`src/source/ctrl_defines.svh`:
```
`ifndef CTRL_DEFINES_SVH
`define CTRL_DEFINES_SVH

// Instruction field widths
`define CTRL_OPCODE_W  6
`define CTRL_FUNCT_W   6
`define CTRL_PHASE_W   2

// Datapath select widths
`define CTRL_ALUSRCA_W 2
`define CTRL_ALUSRCB_W 3
`define CTRL_PCSRC_W   2
`define CTRL_WRREG_W   2
`define CTRL_WRDATA_W  3
`define CTRL_ALUCTRL_W 3

`define CTRL_ALUSRCA_PC        2'b00
`define CTRL_ALUSRCA_REG_A     2'b01

`define CTRL_ALUSRCB_REG_B     3'b000
`define CTRL_ALUSRCB_FOUR      3'b001
`define CTRL_ALUSRCB_SIGN_IMM  3'b010

`define CTRL_PCSRC_ALU_RESULT  2'b00 // Straight from the ALU
`define CTRL_PCSRC_ALU_OUT     2'b10 // Registered branch target

`define CTRL_WRREG_RD          2'b00
`define CTRL_WRREG_RT          2'b01

`define CTRL_WRDATA_ALU_OUT    3'b000
`define CTRL_WRDATA_LO         3'b001
`define CTRL_WRDATA_HI         3'b010

`define CTRL_ALU_ADD           3'b001
`define CTRL_ALU_SUB           3'b010
`define CTRL_ALU_AND           3'b011
`define CTRL_ALU_COMPARE       3'b111 // Sets greater, less and equal

`endif

```
`src/source/ctrlPkg.sv`:
```
`include "ctrl_defines.svh"

package ctrlPkg;

    typedef enum logic [`CTRL_OPCODE_W-1:0] {
        OP_R_TYPE = 6'b000000,
        OP_ADDI   = 6'b001000,
        OP_ADDIU  = 6'b001001,
        OP_BEQ    = 6'b000100,
        OP_BNE    = 6'b000101,
        OP_BLE    = 6'b000110,
        OP_BGT    = 6'b000111
    } opcode_e;

    typedef enum logic [`CTRL_FUNCT_W-1:0] {
        FN_ADD  = 6'b100000,
        FN_AND  = 6'b100100,
        FN_SUB  = 6'b100010,
        FN_MULT = 6'b011000,
        FN_DIV  = 6'b011010,
        FN_MFHI = 6'b010000,
        FN_MFLO = 6'b010010
    } funct_e;

    typedef enum logic [4:0] {
        FETCH,
        PRECALC,
        PRECALC2,
        EX_ADD,
        EX_AND,
        EX_SUB,
        SAVE_RESULT,
        EX_ADDI,
        EX_ADDIU,
        SAVE_IMM,
        MULT_START,
        MULT_WAIT,
        MULT_RESULT,
        DIV_START,
        DIV_WAIT,
        DIV_RESULT,
        MFHI,
        MFLO,
        BR_EQ,
        BR_NE,
        BR_LE,
        BR_GT,
        BRANCH_TAKEN,
        OPCODE_ERROR,  // Halts until reset
        OVERFLOW_HALT  // Halts until reset
    } state_e;

endpackage

```
`src/source/controlUnit.sv`:
```
`timescale 1ns/100ps
`include "ctrl_defines.svh"

module controlUnit (
    input  logic                       clk,
    input  logic                       reset,
    input  logic [`CTRL_OPCODE_W-1:0]  opcode,
    input  logic [`CTRL_FUNCT_W-1:0]   funct,
    input  logic                       overflow,
    input  logic                       greater,
    input  logic                       less,
    input  logic                       equal,
    input  logic                       multEnd,
    input  logic                       divEnd,
    output logic                       writePc,
    output logic                       writeA,
    output logic                       writeB,
    output logic                       writeAluOut,
    output logic                       writeInstruction,
    output logic                       writeReg,
    output logic                       writeHiLo,
    output logic                       multStart,
    output logic                       divStart,
    output logic                       hiLoSel,
    output logic [`CTRL_ALUSRCA_W-1:0] aluSrcA,
    output logic [`CTRL_ALUSRCB_W-1:0] aluSrcB,
    output logic [`CTRL_PCSRC_W-1:0]   pcSrc,
    output logic [`CTRL_WRREG_W-1:0]   writeRegSel,
    output logic [`CTRL_WRDATA_W-1:0]  writeDataSel,
    output logic [`CTRL_ALUCTRL_W-1:0] aluCtrl
);

    import ctrlPkg::*;

    state_e                   execState;
    state_e                   state;
    logic [`CTRL_PHASE_W-1:0] phase;

    instrDecoder i_instrDecoder (
        .opcode    (opcode_e'(opcode)), // Unknown codes fall to the default arm
        .funct     (funct_e'(funct)),
        .execState (execState)
    );

    cycleSequencer i_cycleSequencer (
        .clk       (clk),
        .reset     (reset),
        .execState (execState),
        .overflow  (overflow),
        .greater   (greater),
        .less      (less),
        .equal     (equal),
        .multEnd   (multEnd),
        .divEnd    (divEnd),
        .state     (state),
        .phase     (phase)
    );

    controlWordGen i_controlWordGen (
        .reset            (reset),
        .state            (state),
        .phase            (phase),
        .writePc          (writePc),
        .writeA           (writeA),
        .writeB           (writeB),
        .writeAluOut      (writeAluOut),
        .writeInstruction (writeInstruction),
        .writeReg         (writeReg),
        .writeHiLo        (writeHiLo),
        .multStart        (multStart),
        .divStart         (divStart),
        .hiLoSel          (hiLoSel),
        .aluSrcA          (aluSrcA),
        .aluSrcB          (aluSrcB),
        .pcSrc            (pcSrc),
        .writeRegSel      (writeRegSel),
        .writeDataSel     (writeDataSel),
        .aluCtrl          (aluCtrl)
    );

endmodule

```
`src/source/controlWordGen.sv`:
```
`timescale 1ns/100ps
`include "ctrl_defines.svh"

module controlWordGen (
    input  logic                       reset,
    input  ctrlPkg::state_e            state,
    input  logic [`CTRL_PHASE_W-1:0]   phase,
    output logic                       writePc,
    output logic                       writeA,
    output logic                       writeB,
    output logic                       writeAluOut,
    output logic                       writeInstruction,
    output logic                       writeReg,
    output logic                       writeHiLo,
    output logic                       multStart,
    output logic                       divStart,
    output logic                       hiLoSel,
    output logic [`CTRL_ALUSRCA_W-1:0] aluSrcA,
    output logic [`CTRL_ALUSRCB_W-1:0] aluSrcB,
    output logic [`CTRL_PCSRC_W-1:0]   pcSrc,
    output logic [`CTRL_WRREG_W-1:0]   writeRegSel,
    output logic [`CTRL_WRDATA_W-1:0]  writeDataSel,
    output logic [`CTRL_ALUCTRL_W-1:0] aluCtrl
);

    import ctrlPkg::*;

    always_comb begin
        writePc          = 1'b0;
        writeA           = 1'b0;
        writeB           = 1'b0;
        writeAluOut      = 1'b0;
        writeInstruction = 1'b0;
        writeReg         = 1'b0;
        writeHiLo        = 1'b0;
        multStart        = 1'b0;
        divStart         = 1'b0;
        hiLoSel          = 1'b0;
        aluSrcA          = `CTRL_ALUSRCA_PC;
        aluSrcB          = `CTRL_ALUSRCB_REG_B;
        pcSrc            = `CTRL_PCSRC_ALU_RESULT;
        writeRegSel      = `CTRL_WRREG_RD;
        writeDataSel     = `CTRL_WRDATA_ALU_OUT;
        aluCtrl          = `CTRL_ALU_ADD;

        case (state)
            FETCH: begin
                aluSrcB = `CTRL_ALUSRCB_FOUR; // PC + 4 in every phase
                if (phase == '1) begin
                    writePc = 1'b1;
                end else begin
                    writeInstruction = 1'b1;
                    writeAluOut      = 1'b1;
                end
            end
            PRECALC: begin
                writeAluOut = 1'b1; // Branch target into ALUOut
                aluSrcB     = `CTRL_ALUSRCB_SIGN_IMM;
            end
            PRECALC2: begin
                writeA = 1'b1;
                writeB = 1'b1;
            end
            EX_ADD, EX_AND, EX_SUB: begin
                writeAluOut = 1'b1;
                aluSrcA     = `CTRL_ALUSRCA_REG_A;
                if (state == EX_AND) begin
                    aluCtrl = `CTRL_ALU_AND;
                end else if (state == EX_SUB) begin
                    aluCtrl = `CTRL_ALU_SUB;
                end
            end
            SAVE_RESULT: begin
                writeReg = 1'b1;
            end
            EX_ADDI, EX_ADDIU: begin
                writeAluOut = 1'b1;
                aluSrcA     = `CTRL_ALUSRCA_REG_A;
                aluSrcB     = `CTRL_ALUSRCB_SIGN_IMM;
            end
            SAVE_IMM: begin
                writeReg    = 1'b1;
                writeRegSel = `CTRL_WRREG_RT;
            end
            MULT_START:  multStart = 1'b1;
            MULT_RESULT: writeHiLo = 1'b1;
            DIV_START:   divStart  = 1'b1;
            DIV_RESULT: begin
                writeHiLo = 1'b1;
                hiLoSel   = 1'b1; // Divider result
            end
            MFHI: begin
                writeReg     = 1'b1;
                writeDataSel = `CTRL_WRDATA_HI;
            end
            MFLO: begin
                writeReg     = 1'b1;
                writeDataSel = `CTRL_WRDATA_LO;
            end
            BR_EQ, BR_NE, BR_LE, BR_GT: begin
                aluSrcA = `CTRL_ALUSRCA_REG_A;
                aluCtrl = `CTRL_ALU_COMPARE;
            end
            BRANCH_TAKEN: begin
                writePc = 1'b1;
                pcSrc   = `CTRL_PCSRC_ALU_OUT;
            end
            default: begin
            end
        endcase

        if (reset) begin
            writePc          = 1'b0;
            writeA           = 1'b0;
            writeB           = 1'b0;
            writeAluOut      = 1'b0;
            writeInstruction = 1'b0;
            writeReg         = 1'b0;
            writeHiLo        = 1'b0;
            multStart        = 1'b0;
            divStart         = 1'b0;
            hiLoSel          = 1'b0;
        end
    end

endmodule

```
`src/source/cycleSequencer.sv`:
```
`timescale 1ns/100ps
`include "ctrl_defines.svh"

module cycleSequencer (
    input  logic                     clk,
    input  logic                     reset,
    input  ctrlPkg::state_e          execState,
    input  logic                     overflow,
    input  logic                     greater,
    input  logic                     less,
    input  logic                     equal,
    input  logic                     multEnd,
    input  logic                     divEnd,
    output ctrlPkg::state_e          state,
    output logic [`CTRL_PHASE_W-1:0] phase
);

    import ctrlPkg::*;

    state_e nextState;

    always_ff @(posedge clk) begin
        if (reset) begin
            state <= FETCH;
            phase <= '0;
        end else begin
            state <= nextState;
            if (state == FETCH) begin
                phase <= phase + 1'b1; // Wraps to 0 on leaving fetch
            end else begin
                phase <= '0;
            end
        end
    end

    always_comb begin
        nextState = state;
        case (state)
            FETCH: begin
                if (phase == '1) begin
                    nextState = PRECALC;
                end
            end
            PRECALC:  nextState = PRECALC2;
            PRECALC2: nextState = execState; // Instruction sampled here

            EX_ADD, EX_AND, EX_SUB: begin
                nextState = SAVE_RESULT;
            end
            SAVE_RESULT: begin
                nextState = overflow ? OVERFLOW_HALT : FETCH;
            end

            EX_ADDI: begin
                nextState = overflow ? OVERFLOW_HALT : SAVE_IMM;
            end
            EX_ADDIU: nextState = SAVE_IMM; // Unsigned add never traps
            SAVE_IMM: nextState = FETCH;

            MULT_START: nextState = MULT_WAIT;
            MULT_WAIT: begin
                if (multEnd) begin
                    nextState = MULT_RESULT;
                end
            end
            MULT_RESULT: nextState = FETCH;

            DIV_START: nextState = DIV_WAIT;
            DIV_WAIT: begin
                if (divEnd) begin
                    nextState = DIV_RESULT;
                end
            end
            DIV_RESULT: nextState = FETCH;

            MFHI, MFLO: nextState = FETCH;

            // Flags come from the compare in this same cycle
            BR_EQ: nextState = equal ? BRANCH_TAKEN : FETCH;
            BR_NE: nextState = !equal ? BRANCH_TAKEN : FETCH;
            BR_LE: nextState = (equal || less) ? BRANCH_TAKEN : FETCH;
            BR_GT: nextState = greater ? BRANCH_TAKEN : FETCH;
            BRANCH_TAKEN: nextState = FETCH;

            OPCODE_ERROR, OVERFLOW_HALT: begin
                nextState = state;
            end
            default: begin
                nextState = OPCODE_ERROR;
            end
        endcase
    end

endmodule

```
`src/source/instrDecoder.sv`:
```
`timescale 1ns/100ps

module instrDecoder (
    input  ctrlPkg::opcode_e opcode,
    input  ctrlPkg::funct_e  funct,
    output ctrlPkg::state_e  execState
);

    import ctrlPkg::*;

    state_e rTypeState;

    // R-type work is picked by funct
    always_comb begin
        case (funct)
            FN_ADD:  rTypeState = EX_ADD;
            FN_AND:  rTypeState = EX_AND;
            FN_SUB:  rTypeState = EX_SUB;
            FN_MULT: rTypeState = MULT_START;
            FN_DIV:  rTypeState = DIV_START;
            FN_MFHI: rTypeState = MFHI;
            FN_MFLO: rTypeState = MFLO;
            default: rTypeState = OPCODE_ERROR; // Shifts, jr, break and the rest
        endcase
    end

    always_comb begin
        case (opcode)
            OP_R_TYPE: begin
                execState = rTypeState;
            end
            OP_ADDI: begin
                execState = EX_ADDI;
            end
            OP_ADDIU: begin
                execState = EX_ADDIU;
            end
            OP_BEQ: begin
                execState = BR_EQ;
            end
            OP_BNE: begin
                execState = BR_NE;
            end
            OP_BLE: begin
                execState = BR_LE;
            end
            OP_BGT: begin
                execState = BR_GT;
            end
            default: begin
                execState = OPCODE_ERROR; // Loads, stores, jumps included
            end
        endcase
    end

endmodule
```
`config.mk`:
```
export PLATFORM = sky130hd
export DESIGN_NAME = controlUnit
export DESIGN_NICKNAME = d
export VERILOG_FILES = /design/src/source/ctrlPkg.sv /design/src/source/controlUnit.sv /design/src/source/controlWordGen.sv /design/src/source/cycleSequencer.sv /design/src/source/instrDecoder.sv
export VERILOG_INCLUDE_DIRS = /design/src /design/src/source
export SDC_FILE = /design/constraint.sdc
export NUM_CORES = 1
export LEC_CHECK = 0
export BUFFER_PORTS_ARGS = -buffer_cell sky130_fd_sc_hd__buf_2
export CAP_MARGIN = 20
export CORE_AREA = 4 4 54 56
export DETAILED_ROUTE_END_ITERATION = 16
export DIE_AREA = 0 0 58 60
export PLACE_DENSITY_LB_ADDON = 0.05
export SYNTH_ARGS = -nofsm -noshare
export SYNTH_HDL_FRONTEND = slang
export SYNTH_SLANG_ARGS = --single-unit
```
`constraint.sdc`:
```
create_clock -name clk -period 2.4 [get_ports clk]
set_clock_uncertainty 0.15 [all_clocks]
set_input_delay 0.6 -clock clk [delete_from_list [all_inputs] [get_ports clk]]
set_output_delay 0.6 -clock clk [all_outputs]
set_load 0.05 [all_outputs]
```
# Yosys cells after proc, flatten, opt, wreduce, memory -nomap -nowiden
# Index checks and enable logic that the tools add are counted.
# totals
ff_bits	7
# op_classes
bitwise_logic	2
muxes	40
n_eq_ne	41
reduce_logical	14
add_sub_neg	1
# ops
operator	count
$pmux 5 s17	1
$pmux 5 s7	2
$eq 5x5->1 const B	9
$mux 5	9
$eq 5x4->1 const B	8
$eq 6x3->1 const B	4
$eq 6x5->1 const B	4
$eq 5x3->1 const B	4
$mux 1	20
$eq 6x6->1 const B	3
$eq 6x4->1 const B	2
$reduce_or 6->1	2
$eq 5x2->1 const B	2
$reduce_or 9->1	1
$pmux 2 s2	2
$reduce_or 4->1	2
$logic_not 6->1	1
$pmux 3 s2	1
$reduce_or 2->1	3
$reduce_or 3->1	2
$eq 5x1->1 const B	1
$logic_not 5->1	1
$mux 2	2
$ne 2x2->1 const B	2
other kinds (8)	10

# Longest topological paths before layout
# Gate-level depths: netlist of run 1.
# depth
depth_word	4
depth_mapped	7

# Cells and area by module
# A second synthesis of run 1 with hierarchy kept.
# unflattened
hier_cells	181
area_unflattened_um2	1265.0
# modules_own_cells
module	seq_area_each_um2	area_per_inst_um2	cells_each	instances
cycleSequencer	140.1	623.1	84	1
controlWordGen	0.0	376.6	61	1
instrDecoder	0.0	265.3	36	1

# Least setup slack after synthesis of run 1
# OpenSTA, ideal clock, no wires.
# synth_path
kind	flip-flop to output port
startpoint	register i_cycleSequencer.state[2]
endpoint	output port writeAluOut
arrival_ns	2.662
n_path_buf	2
path_stages_with_launch	7
t_required_ns	1.650
path_slack_ns	-1.012
cell_sequence	dfxtp_1 > buf_2 > clkbuf_1 > nor2_1 > a21oi_1 > nor2_1 > nor4b_1
# synth_via
elab_chain_cells	4
elab_cells_between_ends	10
cone_classes	eq/ne: 6; mux: 2; reduce/logical: 2
# synth_lines
item	line	source
start: declaration	cycleSequencer.sv:14	output ctrlPkg::state_e state,
start signal: assignment	cycleSequencer.sv:27	state <= nextState;
$eq 5x1->1 (tied with other cells)	controlWordGen.sv:46	case (state)
$reduce_or 6->1 (no source line)	-	
$pmux 1 s2 (*)	controlWordGen.sv:46	
$mux 1 (*)	controlWordGen.sv:112	if (reset) begin
end: declaration	controlUnit.sv:18	output logic writeAluOut,
# Mark *: on every way between the ends. The rest lies on a longest branch, timed or not.

# Worst setup path after layout of run 1
# layout_path
startpoint	register i_cycleSequencer.state[0]
endpoint	output port multStart
# layout_via
elab_chain_cells	3
# layout_lines
item	line	source
$eq 5x4->1	controlWordGen.sv:46	
$mux 1	controlWordGen.sv:46	
$mux 1	controlWordGen.sv:112	
end: declaration	controlUnit.sv:22	output logic multStart,
# Every way passes these cells.

==> summary.md, run 1 <==
| Metric | Value |
|---|---|
| # clock sinks | `7` |
| Placed cell areas | `~0.0015 mm^2` |
| DPL Wire Length | `approximately 2800 um` |
| RePlAce Congestion | `~0.87` |
| Initial antenna violation count | `0` |
| Sequential-to-total area share from yosys stat | `between 10% and 20%` |
| Final WS setup | `roughly 0.095 ns` |
| Power per Cell Area | `between 1000 and 1500 mW/mm^2` |
| Top achievable clock speed | `about 0.43 GHz` |
| Synth-to-Final Area Change | `32.4%` |
| Crit start category | `flip-flop` |
| Yosys top cell by area | `dfxtp_1` |
| Hold Path Class | `flip-flop to flip-flop` |
| Met3 Use GR | `2.38%` |
| Gr usage total | `a little over a fifth` |
| Outcome | `finished clean` |
| Worst-Skew Late Latency | `~0.25 ns` |
| R2r startpoint | `i_cycleSequencer.state[0]` |
| Largest net degree at the start of global routing | `17` |
| # setup viols final | `0` |
| TritonCTS Buffers | `3` |
| Cells after DPL | `between 200 and 250` |
| Asr flop ratio synth | `0%` |
| Wire per inst | `approximately 14 um` |
| M1 GR Usage | `between 20% and 30%` |
| Commonest cells in the netlist | `nor2_1, a21oi_1` |
| Pre-Repair DR Iteration Count | `4` |
| H-tree Lvls | `1` |
| PortBufs | `39` |
| Number of synthesized flops with an enable pin | `0` |
| Clk buf depth | `2` |
| Count leader, synth | `nor2_1` |
| M2 GR Usage | `38.7%` |
| Worst Reg-to-Reg Cells | `6` |
| Row count | `18` |
| P_leak | `0.653 nW` |
| Register-to-register setup slack | `approximately 0.35 ns` |
| Layout cells sized above 1 | `about two fifths` |
| Mapped Cells | `between 150 and 200` |
| Core box area | `0.00243 mm^2` |
| Post-synth top area share | `approximately an eighth` |
| Worst vdd ir | `between 0.0006 and 0.0007 V` |
| #FFs+latches synth | `7` |
| Fin cells | `~240` |
| Final min period | `2.30 ns` |
| Setup TNS Final | `0 ns` |
| Die span in y | `around 60 um` |
| Die width | `a little under 60 um` |
| WP data arrival | `between 1.5 and 2 ns` |
| Inserted Diodes | `0` |
| CP Max Fanout | `13` |
| Setup slack at placement | `0.215 ns` |
| Starting DRT DRC Count | `between 50 and 60` |
| Pins Over Slew Limit | `0` |
| Wire length of the first global-routing pass | `roughly 5900 um` |
| Syn avg cell area | `6.78 um^2` |
| Crit. End Element | `primary output` |
| DR vias | `1383` |
| Final period util | `~96%` |
| CTS tree | `built` |
| Most used routing layer | `met2` |
| Post-DR vias/cell | `roughly 5.7` |
| Mapped Area | `between 0.001 and 0.0015 mm^2` |
| Vias in the first global route | `between 1000 and 1500` |
| Starting Density | `between 40% and 50%` |
| Dominant synthesized flop cell | `dfxtp_1` |
| Sequential cell area | `~150 um^2` |
| Worst Setup SP | `i_cycleSequencer.state[0]` |
| I/O Pins | `45` |
| Remaining global-route overflow | `0` |
| DRC errors left | `0` |
| Synth top area cells | `dfxtp_1, nor2_1, a21oi_1` |
| Crit Path Class | `flip-flop to primary output` |
| Yosys cell types | `54` |
| Reg2reg end | `i_cycleSequencer.state[1]` |
| Synth warnings | `0` |
| WHS | `about 0.29 ns` |
| Clock Tree Root | `clkbuf_4` |
| CTS clk-pin slew, worst paths | `approximately 0.060 ns` |
| Post-route cell area | `around 0.0015 mm^2` |
| Post-Route WL | `about 3400 um` |
| Critical Path End | `multStart` |
| Layout net count | `between 200 and 250` |
| Hold Fails Final Rpt | `0` |
| Number of fillers in the final layout | `between 200 and 250` |
| Multi-input logic area | `962 um^2` |
| Post-DRT Antenna Nets | `0` |
| Die footprint | `between 0.003 and 0.004 mm^2` |
| CP Data Required Time | `~1.7 ns` |
| Max_cap viols | `0` |
| # hold bufs at CTS | `0` |
-- worst min-delay path by stage --
stage                              startpoint                   endpoint  cells past startpoint
finish              i_cycleSequencer.phase[0]  i_cycleSequencer.phase[0]                      1
global route        i_cycleSequencer.phase[0]  i_cycleSequencer.phase[0]                      1
CTS                 i_cycleSequencer.phase[0]  i_cycleSequencer.phase[0]                      1
detailed placement  i_cycleSequencer.phase[0]  i_cycleSequencer.phase[0]                      1
global placement    i_cycleSequencer.phase[0]  i_cycleSequencer.phase[0]                      1
floorplan           i_cycleSequencer.phase[0]  i_cycleSequencer.phase[0]                      1
-- worst max-delay path, cell delays in order (launching register included) --
cell,delay (ns)
dfxtp_1,0.35
buf_4,0.19
or3b_1,0.38
nor3_1,0.16
buf_4,0.23
-- sequential cells by signal, summed over array words and instances, names as in the netlist --
name                    count
i_cycleSequencer.state      5
i_cycleSequencer.phase      2
-- layout make-up --
class,count,area share (%)
Clock buffer,3,1.48
Clock inverter,1,0.330
Inverter,6,1.73
Multi-Input combinational cell,143,63.4
Sequential cell,7,9.73
Tap cell,30,2.47
Timing Repair Buffer,53,20.9
-- timing repair --
action	CTS	global route
setup buffers	0	0
cloned	0	0
hold endpoints to repair	0	0
endpoints found under the setup margin	5	7
resized for setup	5	11
-- where the power goes --
part	total, mW	switching (mW)	leakage [nW]	internal [mW]
clock	0.105	0.0439	0.0177	0.0609
sequential	0.228	0.0660	0.0594	0.162
combinational	1.23	0.788	0.576	0.444
total	1.56	0.898	0.653	0.667
-- metal layers --
layer  part of all wire, %  vias to the layer above  wire length (um)
met5                     0                        -                 0
met4                   1.0                        0                35
met3                   6.8                        4               233
met2                    50                       52              1730
met1                    42                      617              1440
li1                      -                      710                 -
-- logic make-up after synthesis --
kind of cell             share of synthesized area [%]
buffers and inverters                             10.8
other                                            0.327
multiplexers                                     0.873
flip-flops                                        12.2
AO/OA/AOI/OAI                                     30.9
AND/OR/NAND/NOR                                   39.2
XOR/XNOR                                          4.59
adder cells (fa/ha/maj)                           1.09
-- placed cells by master, fill, tap and decap left out, types with 5 or more instances in the layout --
master | netlist | layout
nor3_1 | 8 | 6
a21oi_1 | 12 | 10
nand2b_1 | 5 | 5
nand3_1 | 7 | 7
nor2b_1 | 6 | 5
nand2_1 | 8 | 8
buf_2 | 6 | 34
o21ai_0 | 8 | 8
buf_4 | 8 | 17
a31oi_1 | 7 | 7
nor2_1 | 19 | 17
conb_1 | 1 | 5
-- per-stage QoR --
stage | utilization (%) | power [mW]
floorplan | - | 1.13
global placement | 60.1 | 1.42
detailed placement | 60.1 | 1.44
CTS | 61.6 | 1.56
global route | 62.4 | 1.69
finish | 62.4 | 1.56
Note: power is estimated with default switching activity, not from simulation.
==> run 2: changes to the inputs <==
--- a/config.mk
+++ b/config.mk
@@ -8,9 +8,12 @@
 export LEC_CHECK = 0
 export BUFFER_PORTS_ARGS = -buffer_cell sky130_fd_sc_hd__buf_2
 export CAP_MARGIN = 20
-export CORE_AREA = 4 4 54 56
+export CELL_PAD_IN_SITES_DETAIL_PLACEMENT = 0
+export CELL_PAD_IN_SITES_GLOBAL_PLACEMENT = 1
+export CORE_AREA = 4 4 54 80
 export DETAILED_ROUTE_END_ITERATION = 16
-export DIE_AREA = 0 0 58 60
+export DIE_AREA = 0 0 58 84
+export GPL_TIMING_DRIVEN = 0
 export PLACE_DENSITY_LB_ADDON = 0.05
 export SYNTH_ARGS = -nofsm -noshare
 export SYNTH_HDL_FRONTEND = slang
==> summary.md, run 2 (synthesis gave the netlist of run 1 again) <==
| Metric | Value |
|---|---|
| Outcome | `finished clean` |
| Pre-Repair DR Iteration Count | `5 (+1)` |
| Post-Route WL | `4130 um (+20%)` |
| DRC errors left | `0 (unchanged)` |
| Gr usage total | `16.9% (-4.2 points)` |
| Worst-Skew Late Latency | `0.22 ns (-0.03 ns)` |
| Crit start category | `primary input` |
| Number of fillers in the final layout | `408 (+64%)` |
| Final WS setup | `0.0652 ns (-0.0300 ns)` |
| Die span in y | `84 um (+40%)` |
| # hold bufs at CTS | `0 (unchanged)` |
| I/O Pins | `45 (unchanged)` |
| Pins Over Slew Limit | `0 (unchanged)` |
| DPL Wire Length | `3260 um (+15%)` |
| Power per Cell Area | `1030 mW/mm^2 (+0.34%)` |
| Multi-input logic area | `988 um^2 (+2.7%)` |
| # setup viols final | `0 (unchanged)` |
| Most frequent cells in the layout | `buf_2, buf_4, nor2_1, a21oi_1` |
| Layout net count | `248 (+5.5%)` |
| Setup slack at placement | `-0.291 ns (-0.507 ns)` |
| Clock Tree Root | `clkbuf_8` |
| Row count | `27 (+9)` |
| Crit Path Class | `primary input to primary output` |
| # clock sinks | `7 (unchanged)` |
| Clk buf depth | `2 (unchanged)` |
| Most common cell after layout, fill and taps aside | `buf_2` |
| Core box area | `0.00365 mm^2 (+50%)` |
| DR vias | `1454 (+5.1%)` |
| Initial antenna violation count | `0 (unchanged)` |
| RePlAce Congestion | `0.849 (-3.0%)` |
| Layout cells sized above 1 | `43.4% (+4.4 points)` |
| CTS tree | `built` |
| PortBufs | `39 (unchanged)` |
| Final min period | `2.33 ns (+0.0300 ns)` |
| Post-DRT Antenna Nets | `0 (unchanged)` |
| Register with the most flip-flops | `i_cycleSequencer.state` |
| Hold Path Class | `flip-flop to flip-flop` |
| Max_cap viols | `0 (unchanged)` |
| Synth-to-Final Area Change | `51.3%` |
| Wire per inst | `15.4 um (+8.5%)` |
| H-tree Lvls | `1 (unchanged)` |
| Sequential cell area | `150 um^2 (+1.7%)` |
| Largest registers | `i_cycleSequencer.state (5), i_cycleSequencer.phase (2)` |
| Tot Pwr | `1.79 mW (+15%)` |
| Largest net degree at the start of global routing | `20 (+3)` |
| Final period util | `97.3% (+1.2 points)` |
| Post-DR vias/cell | `5.41 (-5.0%)` |
| Top achievable clock speed | `0.428 GHz (-1.3%)` |
| CP Max Fanout | `10 (-3)` |
| Worst vdd ir | `0.000538 V (-14%)` |
| CTS clk-pin slew, worst paths | `0.04 ns (-0.02 ns)` |
| Remaining global-route overflow | `0 (unchanged)` |
| Die footprint | `0.00487 mm^2 (+40%)` |
| TritonCTS Buffers | `3 (unchanged)` |
| RSZ-0062 raised after global routing | `no` |
| Vias in the first global route | `1418 (+9.3%)` |
| Inserted Diodes | `0 (unchanged)` |
| CP Data Required Time | `1.65 ns (about the same)` |
| Flip-flop count of the largest register after layout | `5 (unchanged)` |
| Die width | `58 um (unchanged)` |
| WP data arrival | `1.58 ns (+0.03 ns)` |
| Starting DRT DRC Count | `30 (-47%)` |
| Crit. End Element | `primary output` |
| Wire length of the first global-routing pass | `6710 um (+15%)` |
| Starting Density | `31.4% (-16 points)` |
| P_leak | `0.750 nW (+15%)` |
| Hold Fails Final Rpt | `0 (unchanged)` |
==> run 2: metrics by stage <==
step           instance area, um^2  util (%)  hold WS [ns]  setup TNS (ns)  instances
2_1_floorplan                 1230         -         0.258           -1.45        173
3_3_place_gp                  1480      40.4         0.268          -0.815        255
3_5_place_dp                  1480      40.4         0.274          -0.963        255
4_1_cts                       1610      44.0         0.291               0        259
5_1_grt                       1730      47.5         0.304               0        269
6_report                      1730      47.5         0.285               0        269
==> run 2: path summary, 6_finish.rpt <==
kind / from / endpoint / slack (ns) / cells past startpoint
min: i_cycleSequencer.phase[0] / i_cycleSequencer.phase[0] / 0.29 / 1
min reg2reg: i_cycleSequencer.phase[0] / i_cycleSequencer.phase[0] / 0.29 / 1
max: reset / divStart / 0.07 / 4
max reg2reg: i_cycleSequencer.state[2] / i_cycleSequencer.state[0] / 0.49 / 5
==> run 2: timing repair <==
item | CTS | global route
gates resized for setup | 29 | 16
pin swaps | 2 | 3
hold endpoints to repair | 0 | 0
setup buffers | 1 | 10
cloned | 0 | 0
endpoints found under the setup margin | 16 | 7
==> run 2: area by class of cell <==
| type | count | share of cell area, % |
|---|---|---|
| plain buffers | 16 | 9.60 |
| clock buffers | 4 | 2.60 |
| inverters | 6 | 1.52 |
| multi-input cells | 143 | 57.0 |
| flip-flops and latches | 7 | 8.66 |
| well taps | 43 | 3.10 |
| repair buffers | 50 | 17.5 |
==> run 2: critical path, cell delays in order <==
cell,delay (ns)
buf_2,0.16
clkbuf_2,0.25
nor3_1,0.26
buf_2,0.30
==> run 2: power by group <==
group	internal [mW]	switching, mW
combinational	0.556	0.872
sequential	0.164	0.0426
clock	0.114	0.0454
==> run 2: layer usage <==
layer / global-route usage, % / wire (um) / share of wire [%] / vias to the layer above
met1: 19.6 / 1650 / 40 / 662
li1: - / - / - / 735
met4: 3.80 / 51 / 1.2 / 0
met5: 0 / 0 / 0 / -
met3: 3.10 / 180 / 4.4 / 8
met2: 31.0 / 2250 / 54 / 49
==> run 3: changes to the inputs <==
--- a/config.mk
+++ b/config.mk
@@ -10,11 +10,12 @@
 export CAP_MARGIN = 20
 export CELL_PAD_IN_SITES_DETAIL_PLACEMENT = 0
 export CELL_PAD_IN_SITES_GLOBAL_PLACEMENT = 1
-export CORE_AREA = 4 4 54 80
+export CORE_AREA = 2 2 53 79
 export DETAILED_ROUTE_END_ITERATION = 16
-export DIE_AREA = 0 0 58 84
+export DIE_AREA = 0 0 55 81
 export GPL_TIMING_DRIVEN = 0
 export PLACE_DENSITY_LB_ADDON = 0.05
 export SYNTH_ARGS = -nofsm -noshare
 export SYNTH_HDL_FRONTEND = slang
+export SYNTH_HIERARCHICAL = 1
 export SYNTH_SLANG_ARGS = --single-unit
==> summary.md, run 3 <==
| Metric | Value |
|---|---|
| Outcome | `finished clean` |
| Reg power frac | `13.5% (+2.0 points)` |
| Initial antenna violation count | `0 (unchanged)` |
| Die width | `55 um (-5.2%)` |
| Starting Density | `32.8% (+1.4 points)` |
| Clock power share | `10.5% (+1.6 points)` |
| WHS | `0.316 ns (+0.0311 ns)` |
| Count leader, synth | `nor2_1` |
| DRC errors left | `0 (unchanged)` |
| Crit Path Class | `flip-flop to primary output` |
| Most used routing layer | `met2` |
| P_leak | `0.709 nW (-5.5%)` |
| Xor and xnor area share after synthesis | `2.77% (-1.8 points)` |
| Register with the most flip-flops | `i_cycleSequencer/state` |
| CP max-delay cell | `or3_4` |
| Crit start category | `flip-flop` |
| Max transition margin | `roughly three fifths` |
| Final min period | `2.38 ns (+0.0433 ns)` |
| Post-DR vias/cell | `5.59 (+3.5%)` |
| RePlAce Congestion | `0.827 (-2.6%)` |
| Core box area | `0.00385 mm^2 (+5.6%)` |
| Commonest cells in the netlist | `nor2_1, nand2_1, nor2b_1, nor3_1, nand2b_1` |
| Remaining global-route overflow | `0 (unchanged)` |
| Layout cells sized above 1 | `35.5% (-7.8 points)` |
| Power per Cell Area | `925 mW/mm^2 (-11%)` |
| Synth-to-Final Area Change | `33.1%` |
| Sequential-to-total area share from yosys stat | `11.1% (-1.1 points)` |
| Max_cap viols | `0 (unchanged)` |
| Synth top area cells | `dfxtp_1, nor2_1, nor2b_1` |
| Worst-Skew Late Latency | `0.22 ns (about the same)` |
| Buffers and inverters on the worst path | `1 (-2)` |
| Post-Synth Adder-Cell Area | `0.989% (-0.10 points)` |
| Hold Path Class | `flip-flop to flip-flop` |
| Mapped Area | `0.00126 mm^2 (+10%)` |
| Vias in the first global route | `1494 (+5.4%)` |
| CP Data Required Time | `1.65 ns (about the same)` |
| Mapped Cells | `181 (+7.1%)` |
| DR vias | `1527 (+5.0%)` |
| Row count | `28 (+3.7%)` |
| WHS Path Cells | `1 (unchanged)` |
| #FFs+latches synth | `7 (unchanged)` |
| Worst Reg-to-Reg Cells | `7 (+2)` |
| Gr usage total | `19.1% (+2.2 points)` |
| CP Max Fanout | `4 (-6)` |
| Final period util | `99.1% (+1.8 points)` |
| Tot Pwr | `1.56 mW (-13%)` |
| Top achievable clock speed | `0.421 GHz (-1.8%)` |
| Dominant synthesized flop cell | `dfxtp_1` |
| # setup viols final | `0 (unchanged)` |
| Pint | `0.700 mW (-16%)` |
| Post-DRT Antenna Nets | `0 (unchanged)` |
| Die footprint | `0.00446 mm^2 (-8.6%)` |
| CTS tree | `built` |
| Flip-flop count of the largest register after layout | `5 (unchanged)` |
| Multiplexer area fraction after synthesis | `0.791% (-0.082 points)` |
| Slowest cell delay on critical path | `0.40 ns (+0.10 ns)` |
| Critical path's top delay family | `simple AND/OR/NAND/NOR gates` |
| Sw power | `0.857 mW (-11%)` |
| # clock sinks | `7 (unchanged)` |
| Comb power frac | `76.0% (-3.6 points)` |
| Most common cell after layout, fill and taps aside | `buf_2` |
| Post-synth top area share | `11.1% (-1.1 points)` |
| Post-Route WL | `4000 um (-3.2%)` |
| H-tree Lvls | `1 (unchanged)` |
| Reg2reg end | `i_cycleSequencer/state[1]` |
| Largest family of logic cells by synthesized area | `simple AND/OR/NAND/NOR gates` |
| Setup TNS Final | `0 ns (unchanged)` |
| Cells after DPL | `267 (+4.7%)` |
| CTS clk-pin slew, worst paths | `0.04 ns (about the same)` |
| Most frequent cells in the layout | `buf_2, nor2_1, buf_4, nand2_1` |
| Layout net count | `250 (+0.81%)` |
| DPL Wire Length | `3090 um (-5.4%)` |
| Largest net degree at the start of global routing | `13 (-35%)` |
| Fin cells | `273 (+1.5%)` |
| Worst vdd ir | `0.000472 V (-12%)` |
| Synth warnings | `6 (+6)` |
| Pre-Repair DR Iteration Count | `4 (-1)` |
| R2r startpoint | `i_cycleSequencer/state[0]` |
| Number of synthesized flops with an enable pin | `0 (unchanged)` |
| Complex-gate fraction of the synthesized area | `31.8% (+0.86 points)` |
| I/O Pins | `45 (unchanged)` |
| RSZ-0062 raised after global routing | `yes` |
| Pins Over Slew Limit | `0 (unchanged)` |
| Largest registers | `i_cycleSequencer/state (5), i_cycleSequencer/phase (2)` |
| Met3 Use GR | `1.10% (-2.0 points)` |
| WP data arrival | `1.63 ns (+0.05 ns)` |
| Asr flop ratio synth | `0% (unchanged)` |
| Register-to-register setup slack | `0.36 ns (-0.13 ns)` |
| M2 GR Usage | `37.4% (+6.4 points)` |
| Post-synthesis simple-gate area fraction | `41.3% (+2.2 points)` |
| TritonCTS Buffers | `3 (unchanged)` |
| Wire length of the first global-routing pass | `6390 um (-4.8%)` |
| Clock Tree Root | `clkbuf_8` |
| Syn avg cell area | `6.99 um^2 (+3.1%)` |
| Starting DRT DRC Count | `25 (-17%)` |
| Wire per inst | `14.7 um (-4.6%)` |
| Crit. End Element | `primary output` |
| Clk buf depth | `2 (unchanged)` |
| Die span in y | `81 um (-3.6%)` |
| Tightest Pin Transition | `roughly 0.6 ns` |
| Sw frac | `55.0% (+1.5 points)` |
| Hold Fails Final Rpt | `0 (unchanged)` |
| PortBufs | `37 (-5.1%)` |
| M1 GR Usage | `18.6% (-0.98 points)` |
| Inserted Diodes | `0 (unchanged)` |
| End-of-flow core utilization | `43.7% (-3.8 points)` |
| Worst hold start | `i_cycleSequencer/phase[0]` |
| Crit-path cells | `or3_4, nor3_4, nand3_2, a21oi_4, buf_6` |
| Yosys top cell by area | `dfxtp_1` |
| Hold Path End | `i_cycleSequencer/phase[0]` |
| Yosys cell types | `65 (+20%)` |
run 3: how the worst max path moves through the flow:
stage,startpoint,end,slack (ns),depth (start not counted)
2_1_floorplan,i_cycleSequencer/state[0],writeInstruction,-0.21,5
3_3_place_gp,opcode[1],i_cycleSequencer/state[1],-0.12,8
3_5_place_dp,opcode[1],i_cycleSequencer/state[1],-0.12,8
4_1_cts,i_cycleSequencer/state[0],writePc,-0.07,5
5_1_grt,i_cycleSequencer/state[0],writePc,-0.04,5
6_report,i_cycleSequencer/state[0],writePc,0.02,5
run 3: area by class of cell:
type / instances / area (um^2)
Fill cell: 424 / 2170
Multi-Input combinational cell: 153 / 1070
Timing Repair Buffer: 40 / 225
Sequential cell: 7 / 150
Buffer: 20 / 123
Tap cell: 45 / 56.3
Clock buffer: 4 / 45.0
Inverter: 4 / 15.0
run 3: stage by stage:
stage / setup slack [ns] / cell area, um^2
after floorplan: -0.209 / 1320
after global placement: -0.117 / 1560
after detailed placement: -0.120 / 1560
after CTS: -0.0719 / 1640
after global routing: -0.0428 / 1680
final: 0.0220 / 1680
run 3: worst register-to-register path: stages, from the launching register on:
cell and delay (ns):
dfxtp_4 0.33, buf_4 0.16, buf_2 0.18, inv_2 0.12, nor2_1 0.06, o32a_1 0.32, or3_1 0.37, a311oi_1 0.26
run 3: power groups by stage:
stage	Sequential, mW	Combinational (mW)	Clock [mW]
detailed placement	0.202	1.11	0
global placement	0.200	1.11	0
finish	0.211	1.18	0.163
CTS	0.208	1.16	0.169
floorplan	0.188	0.891	0
global route	0.222	1.28	0.178
run 3: layer usage:
| metal | vias up | wire length (um) |
|---|---|---|
| met5 | - | 0 |
| met4 | 0 | 87 |
| met3 | 6 | 137 |
| met2 | 39 | 2310 |
| met1 | 723 | 1460 |
| li1 | 759 | - |
run 3: cells by family (layout without fill, tap and decap cells):
logic type | Yosys count | count (layout)
AO/OA/AOI/OAI | 53 | 53
XOR/XNOR | 4 | 4
adder cells (fa/ha/maj) | 1 | 1
buffers and inverters | 25 | 68
flip-flops | 7 | 7
multiplexers | 1 | 1
other | 1 | 5
AND/OR/NAND/NOR | 89 | 89
run 3: repair_timing:
| action | in CTS | in global routing |
|---|---|---|
| hold buffers | 0 | 0 |
| resized for setup | 14 | 9 |
| pin swaps | 4 | 4 |
| endpoints found under the setup margin | 9 | 9 |
| buffers inserted | 2 | 1 |
